===== config.mk =====
export PLATFORM = sky130hd
export DESIGN_NAME = maze_solver_top
export DESIGN_NICKNAME = d
export VERILOG_FILES = /design/src/maze_pkg.sv /design/src/maze_if.sv /design/src/path_stack.sv /design/src/path_fifo.sv /design/src/maze_datapath.sv /design/src/maze_controller.sv /design/src/maze_solver_top.sv
export VERILOG_INCLUDE_DIRS = /design/src /design/src/include
export SDC_FILE = /design/constraint.sdc
export NUM_CORES = 2
export LEC_CHECK = 0
export BUFFER_PORTS_ARGS = -buffer_cell sky130_fd_sc_hd__buf_2
export CELL_PAD_IN_SITES_DETAIL_PLACEMENT = 1
export CELL_PAD_IN_SITES_GLOBAL_PLACEMENT = 1
export CORE_MARGIN = 2
export CORE_UTILIZATION = 35
export DETAILED_ROUTE_END_ITERATION = 8
export GPL_TIMING_DRIVEN = 0
export PLACE_DENSITY_LB_ADDON = 0.1
export REMOVE_ABC_BUFFERS = 1
export SYNTH_ARGS = -nofsm -noshare
export SYNTH_HDL_FRONTEND = slang
export SYNTH_SLANG_ARGS = --single-unit

===== constraint.sdc =====
create_clock -name CLK -period 15.15 [get_ports CLK]
set_input_delay 1.515 -clock CLK [delete_from_list [all_inputs] [get_ports CLK]]
set_output_delay 1.515 -clock CLK [all_outputs]
set_load 0.05 [all_outputs]

===== src/include/maze_consts.svh =====
`ifndef MAZE_CONSTS_SVH
`define MAZE_CONSTS_SVH

// Grid is square, one bit per cell.
`define MAZE_DIM 16

// Bits per coordinate, and per flat cell address.
`define COORD_W 4
`define ADDR_W 8

// Stack and FIFO depth.
`define PATH_DEPTH 256

// Bottom right corner.
`define GOAL_X 15
`define GOAL_Y 15

`endif


===== src/maze_pkg.sv =====
`include "maze_consts.svh"

package maze_pkg;

	// Fixed search order.
	typedef enum logic [1:0] {
		DIR_E = 2'd0,
		DIR_S = 2'd1,
		DIR_W = 2'd2,
		DIR_N = 2'd3
	} dir_t;

	typedef struct packed {
		logic [`COORD_W-1:0] y;
		logic [`COORD_W-1:0] x;
	} coord_t;

	// Row major, so the flat address is y * MAZE_DIM + x.
	typedef union packed {
		coord_t xy;
		logic [`ADDR_W-1:0] addr;
	} pos_t;

	typedef enum logic [3:0] {
		IDLE, LOAD, INIT_SEARCH, MAKE_WALL, CHECK_GOAL,
		PROBE, CHECK_WALL, PUSH_STEP, NEXT_DIR, POP_STACK,
		UNDO_STEP, DRAIN, DONE, SHOW, FAIL
	} state_t;

endpackage


===== src/maze_if.sv =====
`timescale 1ns/1ns

// Direction stack port.
interface stack_if;
	logic push;
	logic pop;
	maze_pkg::dir_t din;
	maze_pkg::dir_t dout;
	logic empty;

	modport ctrl (
		output push,
		output pop,
		output din,
		input empty
	);

	modport mem (
		input push,
		input pop,
		input din,
		output dout,
		output empty
	);
endinterface

// Replay FIFO port. din is tied to the stack top at the top level.
interface fifo_if;
	logic push;
	logic pop;
	maze_pkg::dir_t din;
	maze_pkg::dir_t dout;
	logic empty;

	modport ctrl (
		output push,
		output pop,
		input empty
	);

	modport mem (
		input push,
		input pop,
		input din,
		output dout,
		output empty
	);
endinterface


===== src/path_stack.sv =====
`timescale 1ns/1ns
`include "maze_consts.svh"

module path_stack #(
	parameter int DEPTH = `PATH_DEPTH
) (
	input logic CLK,
	input logic RST,
	stack_if.mem stk
);

	localparam int AW = $clog2(DEPTH);
	localparam int PW = $clog2(DEPTH + 1);

	maze_pkg::dir_t mem [DEPTH];
	logic [PW-1:0] sp;
	logic [PW-1:0] top_idx;

	// sp counts entries, the top sits one below.
	assign top_idx = sp - PW'(1);
	assign stk.dout = mem[top_idx[AW-1:0]];
	assign stk.empty = (sp == '0);

	always_ff @(posedge CLK) begin
		if (stk.push)
			mem[sp[AW-1:0]] <= stk.din;
	end

	always_ff @(posedge CLK) begin
		if (RST)
			sp <= '0;
		else if (stk.push)
			sp <= sp + PW'(1);
		else if (stk.pop)
			sp <= top_idx;
	end

endmodule


===== src/path_fifo.sv =====
`timescale 1ns/1ns
`include "maze_consts.svh"

module path_fifo #(
	parameter int DEPTH = `PATH_DEPTH
) (
	input logic CLK,
	input logic RST,
	fifo_if.mem fq
);

	localparam int AW = $clog2(DEPTH);
	localparam int PW = $clog2(DEPTH + 1);
	localparam logic [AW-1:0] LAST = AW'(DEPTH - 1);

	maze_pkg::dir_t mem [DEPTH];
	logic [AW-1:0] wr_ptr;
	logic [AW-1:0] rd_ptr;
	logic [PW-1:0] count;

	assign fq.dout = mem[rd_ptr];
	assign fq.empty = (count == '0);

	always_ff @(posedge CLK) begin
		if (fq.push)
			mem[wr_ptr] <= fq.din;
	end

	always_ff @(posedge CLK) begin
		if (RST) begin
			wr_ptr <= '0;
			rd_ptr <= '0;
			count <= '0;
		end else begin
			if (fq.push)
				wr_ptr <= (wr_ptr == LAST) ? '0 : wr_ptr + AW'(1);
			if (fq.pop)
				rd_ptr <= (rd_ptr == LAST) ? '0 : rd_ptr + AW'(1);
			case ({fq.push, fq.pop})
				2'b10: count <= count + PW'(1);
				2'b01: count <= count - PW'(1);
				default: count <= count;
			endcase
		end
	end

endmodule


===== src/maze_datapath.sv =====
`timescale 1ns/1ns
`include "maze_consts.svh"

module maze_datapath (
	input logic CLK,
	input logic RST,
	input logic maze_bit,
	input logic loading,
	input logic clr_pos,
	input logic clr_dir,
	input logic step,
	input logic undo,
	input logic mark,
	input logic inc_dir,
	input logic load_dir,
	input maze_pkg::dir_t popped_dir,
	output maze_pkg::dir_t dir,
	output logic load_last,
	output logic wall_ahead,
	output logic at_goal,
	output logic dir_last
);

	localparam int CELLS = `MAZE_DIM * `MAZE_DIM;
	localparam logic [`COORD_W-1:0] COORD_MAX = `COORD_W'(`MAZE_DIM - 1);

	logic [CELLS-1:0] maze_mem;
	logic [`ADDR_W-1:0] load_cnt;
	maze_pkg::pos_t pos;
	maze_pkg::pos_t probe;
	maze_pkg::dir_t back_dir;

	function automatic maze_pkg::pos_t shift_pos(input maze_pkg::pos_t p, input maze_pkg::dir_t d);
		maze_pkg::pos_t q;
		q = p;
		case (d)
			maze_pkg::DIR_E: q.xy.x = p.xy.x + `COORD_W'(1);
			maze_pkg::DIR_S: q.xy.y = p.xy.y + `COORD_W'(1);
			maze_pkg::DIR_W: q.xy.x = p.xy.x - `COORD_W'(1);
			default: q.xy.y = p.xy.y - `COORD_W'(1);
		endcase
		return q;
	endfunction

	function automatic logic off_grid(input maze_pkg::pos_t p, input maze_pkg::dir_t d);
		case (d)
			maze_pkg::DIR_E: return p.xy.x == COORD_MAX;
			maze_pkg::DIR_S: return p.xy.y == COORD_MAX;
			maze_pkg::DIR_W: return p.xy.x == '0;
			default: return p.xy.y == '0;
		endcase
	endfunction

	// Opposite direction flips the upper bit.
	assign back_dir = maze_pkg::dir_t'(popped_dir ^ 2'b10);
	assign probe = shift_pos(pos, dir);

	assign load_last = (load_cnt == `ADDR_W'(CELLS - 1));
	assign at_goal = (pos.xy.x == `COORD_W'(`GOAL_X)) && (pos.xy.y == `COORD_W'(`GOAL_Y));
	assign dir_last = (dir == maze_pkg::DIR_N);
	// While clearing the position the start cell is probed.
	assign wall_ahead = clr_pos ? maze_mem[0] : (off_grid(pos, dir) || maze_mem[probe.addr]);

	always_ff @(posedge CLK) begin
		if (loading)
			maze_mem[load_cnt] <= maze_bit;
		else if (mark)
			maze_mem[pos.addr] <= 1'b1;
	end

	always_ff @(posedge CLK) begin
		if (RST) begin
			load_cnt <= '0;
			pos <= '0;
			dir <= maze_pkg::DIR_E;
		end else begin
			if (loading)
				load_cnt <= load_cnt + `ADDR_W'(1);
			if (clr_pos)
				pos <= '0;
			else if (step)
				pos <= probe;
			else if (undo)
				pos <= shift_pos(pos, back_dir);
			if (clr_dir)
				dir <= maze_pkg::DIR_E;
			else if (load_dir)
				dir <= popped_dir;
			else if (inc_dir)
				dir <= maze_pkg::dir_t'(dir + 2'd1);
		end
	end

endmodule


===== src/maze_controller.sv =====
`timescale 1ns/1ns

module maze_controller (
	input logic CLK,
	input logic RST,
	input logic start,
	input logic run,
	input logic load_last,
	input logic wall_ahead,
	input logic at_goal,
	input logic dir_last,
	input maze_pkg::dir_t dir,
	output logic loading,
	output logic clr_pos,
	output logic clr_dir,
	output logic step,
	output logic undo,
	output logic mark,
	output logic inc_dir,
	output logic load_dir,
	output logic done,
	output logic fail,
	output logic move,
	stack_if.ctrl stk,
	fifo_if.ctrl fq
);

	maze_pkg::state_t state;
	maze_pkg::state_t next_state;

	always_ff @(posedge CLK) begin
		if (RST)
			state <= maze_pkg::IDLE;
		else
			state <= next_state;
	end

	always_comb begin
		next_state = state;
		loading = 1'b0;
		clr_pos = 1'b0;
		clr_dir = 1'b0;
		step = 1'b0;
		undo = 1'b0;
		mark = 1'b0;
		inc_dir = 1'b0;
		load_dir = 1'b0;
		done = 1'b0;
		fail = 1'b0;
		move = 1'b0;
		stk.push = 1'b0;
		stk.pop = 1'b0;
		stk.din = dir;
		fq.push = 1'b0;
		fq.pop = 1'b0;
		case (state)
			maze_pkg::IDLE: begin
				if (start)
					next_state = maze_pkg::LOAD;
			end
			maze_pkg::LOAD: begin
				loading = 1'b1;
				// Flush a path that was never replayed.
				fq.pop = !fq.empty;
				if (load_last)
					next_state = maze_pkg::INIT_SEARCH;
			end
			maze_pkg::INIT_SEARCH: begin
				// wall_ahead shows the start cell here.
				clr_pos = 1'b1;
				clr_dir = 1'b1;
				next_state = wall_ahead ? maze_pkg::FAIL : maze_pkg::MAKE_WALL;
			end
			maze_pkg::MAKE_WALL: begin
				mark = 1'b1;
				next_state = maze_pkg::CHECK_GOAL;
			end
			maze_pkg::CHECK_GOAL: begin
				next_state = at_goal ? maze_pkg::DRAIN : maze_pkg::PROBE;
			end
			maze_pkg::PROBE: begin
				next_state = maze_pkg::CHECK_WALL;
			end
			maze_pkg::CHECK_WALL: begin
				if (!wall_ahead)
					next_state = maze_pkg::PUSH_STEP;
				else if (dir_last)
					next_state = maze_pkg::POP_STACK;
				else
					next_state = maze_pkg::NEXT_DIR;
			end
			maze_pkg::PUSH_STEP: begin
				stk.push = 1'b1;
				step = 1'b1;
				clr_dir = 1'b1;
				next_state = maze_pkg::MAKE_WALL;
			end
			maze_pkg::NEXT_DIR: begin
				inc_dir = 1'b1;
				next_state = maze_pkg::PROBE;
			end
			maze_pkg::POP_STACK: begin
				if (stk.empty) begin
					next_state = maze_pkg::FAIL;
				end else begin
					// Step back while the top entry is still visible.
					load_dir = 1'b1;
					undo = 1'b1;
					next_state = maze_pkg::UNDO_STEP;
				end
			end
			maze_pkg::UNDO_STEP: begin
				stk.pop = 1'b1;
				if (dir_last) begin
					next_state = maze_pkg::POP_STACK;
				end else begin
					inc_dir = 1'b1;
					next_state = maze_pkg::PROBE;
				end
			end
			maze_pkg::DRAIN: begin
				if (stk.empty) begin
					next_state = maze_pkg::DONE;
				end else begin
					stk.pop = 1'b1;
					fq.push = 1'b1;
				end
			end
			maze_pkg::DONE: begin
				done = 1'b1;
				if (start)
					next_state = maze_pkg::LOAD;
				else if (run && !fq.empty)
					next_state = maze_pkg::SHOW;
			end
			maze_pkg::SHOW: begin
				move = !fq.empty;
				fq.pop = !fq.empty;
				if (fq.empty)
					next_state = maze_pkg::DONE;
			end
			maze_pkg::FAIL: begin
				fail = 1'b1;
				if (start)
					next_state = maze_pkg::LOAD;
			end
			default: next_state = maze_pkg::IDLE;
		endcase
	end

endmodule


===== src/maze_solver_top.sv =====
`timescale 1ns/1ns
`include "maze_consts.svh"

module maze_solver_top (
	input logic CLK,
	input logic RST,
	input logic start,
	input logic run,
	input logic maze_bit,
	output logic load,
	output logic done,
	output logic fail,
	output logic move,
	output logic [1:0] move_dir
);

	logic clr_pos;
	logic clr_dir;
	logic step;
	logic undo;
	logic mark;
	logic inc_dir;
	logic load_dir;
	logic load_last;
	logic wall_ahead;
	logic at_goal;
	logic dir_last;
	maze_pkg::dir_t dir;

	stack_if stk_bus();
	fifo_if fq_bus();

	// Draining copies the stack top straight into the FIFO.
	assign fq_bus.din = stk_bus.dout;
	assign move_dir = fq_bus.dout;

	maze_controller u_ctrl (
		.CLK(CLK), .RST(RST), .start(start), .run(run),
		.load_last(load_last), .wall_ahead(wall_ahead), .at_goal(at_goal),
		.dir_last(dir_last), .dir(dir), .loading(load), .clr_pos(clr_pos),
		.clr_dir(clr_dir), .step(step), .undo(undo), .mark(mark), .inc_dir(inc_dir),
		.load_dir(load_dir), .done(done), .fail(fail), .move(move),
		.stk(stk_bus.ctrl), .fq(fq_bus.ctrl)
	);

	maze_datapath u_dp (
		.CLK(CLK), .RST(RST), .maze_bit(maze_bit), .loading(load),
		.clr_pos(clr_pos), .clr_dir(clr_dir), .step(step), .undo(undo), .mark(mark),
		.inc_dir(inc_dir), .load_dir(load_dir), .popped_dir(stk_bus.dout), .dir(dir),
		.load_last(load_last), .wall_ahead(wall_ahead), .at_goal(at_goal),
		.dir_last(dir_last)
	);

	path_stack #(.DEPTH(`PATH_DEPTH)) u_stack (.CLK(CLK), .RST(RST), .stk(stk_bus.mem));

	path_fifo #(.DEPTH(`PATH_DEPTH)) u_fifo (.CLK(CLK), .RST(RST), .fq(fq_bus.mem));

endmodule


==> impl_results.md <==
- Top Ports: 11
- Synth Flop Type: edfxtp_1
- Worst R2R Start: u_stack.sp[0]
- Worst Path Max Fanout: 42
- FF-to-FF path depth: 20
- All-Layer GR Usage: 20.6%
- Max Clock Freq: between 150 and 200 MHz
- TritonCTS clock tree: done
- Pre-CTS WS: 8.77 ns
- # hold bufs at CTS: 0
- CP peak stage delay: 0.79 ns
- Leak Pwr: 20.5 nW
- Yosys synthesis warning count: 0
- Hold Crit Class: reg2reg
- Nets: 4150
- Gr ovfl total: 0
- R2R setup slack: 8.95 ns
- H-Tree Depth: 4
- First-pass GRT wire length: 276 mm
- Clock sinks: 1344
- Synth unique cells: between 80 and 90
- RSZ-0062 raised after global routing: false
- Failing checks: max-capacitance violations, max-slew violations
- GPL Wtd Cong: 0.751
- CP required: 15.81 ns
- Hold path endpoint: u_fifo.count[4]
- Routed Antenna Nets: 0
- Setup CP Type: reg2reg
- Tmin final: ~6.2 ns
- Worst clock skew: 0.0422 ns
- CP endpoint kind: flop
- Maximum VDD drop: 369 uV
- Buffers on Ports: 10
- Clock share of power: 34.9%
- Int Power: around 7.6 mW
- Cell Area, Synth: 61300 um2
- Seq pwr share: ~46%
- Worst hold start: u_fifo.count[4]
- Post-cts resize count: 0
- First DRT Iteration DRCs: 3212
- Final Max Tran Viols: 34
- Worst-path clk slew: 0.06 ns
- Slew margin rel.: -2.17%
- DRC violations left: 0
- Post-DR vias/cell: 5.76
- Via count: 37820
- CP arrival: 6.87 ns
- Logic gate share of total power: between 15 and 20%
- Post-synth EDFFs: 1280
- Hpwl dp: 107 mm
- Avg Inst Size Synth: 14.3 um2
- Synth async-reset ratio: 0%
- Startpoint Class: flop
- WL/cell: 28.2 um
- Num CTS Buffers: 155
- Die width: 423 um
- Root buf cell: clkbuf_16
- Max_cap viols: 2
- Worst-Margin Slew: 1.53 ns
- Cells after Synth: 4303
- Fin util: 39.7%
- Largest net degree at the start of global routing: 154
- FF+latch count, synth: 1344
- Worst skew pair latency: 0.82 ns
- Hold path depth: 2
- Hold Fails Final Rpt: 0
- Tcrit/Tclk final: 40.9%
- Sequential share of the synthesized area: 64.7%
- Number of global-route vias before repair: 39712
- Outcome: complete, but fails checks
- Final setup viols: 0
- Synthesis-to-layout area growth: 12.7%
- Routed Wire Length: 185 mm
- Drt first pass iters: 5
- Final worst setup slack: 8.95 ns
- CP cell instances: buf_16 > inv_1 > ha_4 > nor3b_1 > nand3_1 > nor2_1 > nor3_2 > clkinv_1 > ha_1 > ha_1 > nor2b_1 > o21ai_0 > a21boi_0 > o21ai_0 > a21oi_1 > o21ai_0 > a21oi_1 > nor3_1 > xnor2_1 > nor2_1
- Most frequent cells in the layout: edfxtp_1, nor2_1, mux4_2
- Core Area: 174000 um2
- Die area: 179000 um2
- Commonest non-fill, non-tap cell in the layout: edfxtp_1
- Post-CTS Setup Bufs: 0
- Layout cells sized above 1: around 17%
- Most used cell, CP: o21ai_0
- Net switching power: 3.10 mW
- Hold WS: roughly 0.50 ns
- Initial Util: 35.3%
- Pwr dens: 154 nW/um2
- Slowest cell on crit path: dfxtp_4
- Initial antenna violation count: 3
- Sw frac: 29.0%
- Reg-to-reg critical path endpoint: u_fifo.count[8]
- CTS Buffer Depth: 3
- Crit path from: u_stack.sp[0]
- Floorplan row count: 153
- DIE HEIGHT: 423 um
[Yosys cell counts (13+ instances only)]
master	instances	area, um2
nor2b_1	32	200
mux4_2	368	8290
nor2_1	611	2290
and2_1	22	138
buf_4	13	97.6
ha_1	36	450
a21oi_1	316	1580
edfxtp_1	1280	38400
xor2_1	16	140
inv_1	32	120
clkbuf_1	330	1240
nand2_1	169	634
buf_2	26	130
dfxtp_1	64	1280
o22ai_1	267	1670
xnor2_1	16	140
buf_1	28	105
nand3_1	79	395
nor3_1	26	130
and3_1	44	275
buf_6	14	158
mux2i_1	50	500
o21ai_0	285	1430
[flip-flops by register name, indices dropped and copies added, names as in the netlist, 8 cells and up, named ones only]
name and flops:
u_fifo.mem 512, u_stack.mem 512, u_dp.maze_mem 256, u_fifo.count 9
u_stack.sp 9, u_dp.load_cnt 8, u_dp.pos 8, u_fifo.rd_ptr 8
u_fifo.wr_ptr 8
[worst max-delay path by stage]
stage,to,depth (start not counted)
6_report,u_fifo.count[8],20
3_5_place_dp,u_fifo.count[8],20
5_1_grt,u_fifo.count[8],20
3_3_place_gp,u_fifo.mem[40][1],9
4_1_cts,u_fifo.count[8],20
2_1_floorplan,u_dp.pos[6],11
[routing by layer]
metal | up-vias | wire length, um | global-route usage (%)
met3 | 270 | 8470 | 3.00
li1 | 16472 | - | -
met5 | - | 0 | 0
met4 | 0 | 4580 | 5.71
met1 | 20163 | 84300 | 29.5
met2 | 915 | 87800 | 32.8
[kinds of logic after synthesis]
kind of cell / after synthesis / synth area share [%]
DFF: 1344 / 64.7
muxes: 421 / 14.4
AOI/OAI and AO/OA: 975 / 9.09
xor gates and xnor gates: 34 / 0.510
and+or+nand+nor: 1040 / 7.28
adders and majority gates: 37 / 0.767
buffers and inverters: 452 / 3.21
[cell type report]
type / count / area [um2]
Fill cell: 17403 / 105000
Multi-Input combinational cell: 2507 / 19900
Antenna cell: 2 / 5.00
Clock buffer: 211 / 4220
Sequential cell: 1344 / 39700
Clock inverter: 74 / 813
Inverter: 34 / 143
Timing Repair Buffer: 66 / 1410
Tap cell: 2325 / 2910
[critical path: cells and delay by family, from the launching register on]
family / cells / cell delay, ns
AOI/OAI and AO/OA: 6 / 1.07
xor gates and xnor gates: 1 / 0.15
adders and majority gates: 3 / 1.17
buffers and inverters: 3 / 1.11
DFF: 1 / 0.79
and+or+nand+nor: 7 / 1.70
[power groups by stage]
stage,combinational (mW),sequential (mW),clock (mW)
after CTS,2.11,4.88,3.83
after floorplan,1.21,5.10,0
after detailed placement,2.10,4.96,0
final,2.06,4.89,3.73
after global placement,1.95,5.17,0
after global routing,2.25,4.90,3.97
[through the flow]
| step | instances | power [mW] | cell area, um2 | setup TNS (ns) |
|---|---|---|---|---|
| 2_1_floorplan | 3885 | 6.31 | 59500 | 0 |
| 3_3_place_gp | 6220 | 7.12 | 62500 | -6183.77 |
| 3_5_place_dp | 6275 | 7.06 | 64000 | 0 |
| 4_1_cts | 6560 | 10.8 | 69100 | 0 |
| 5_1_grt | 6561 | 11.1 | 69100 | 0 |
| 6_report | 6563 | 10.7 | 69100 | 0 |
Power figures use the tool's default switching activity.
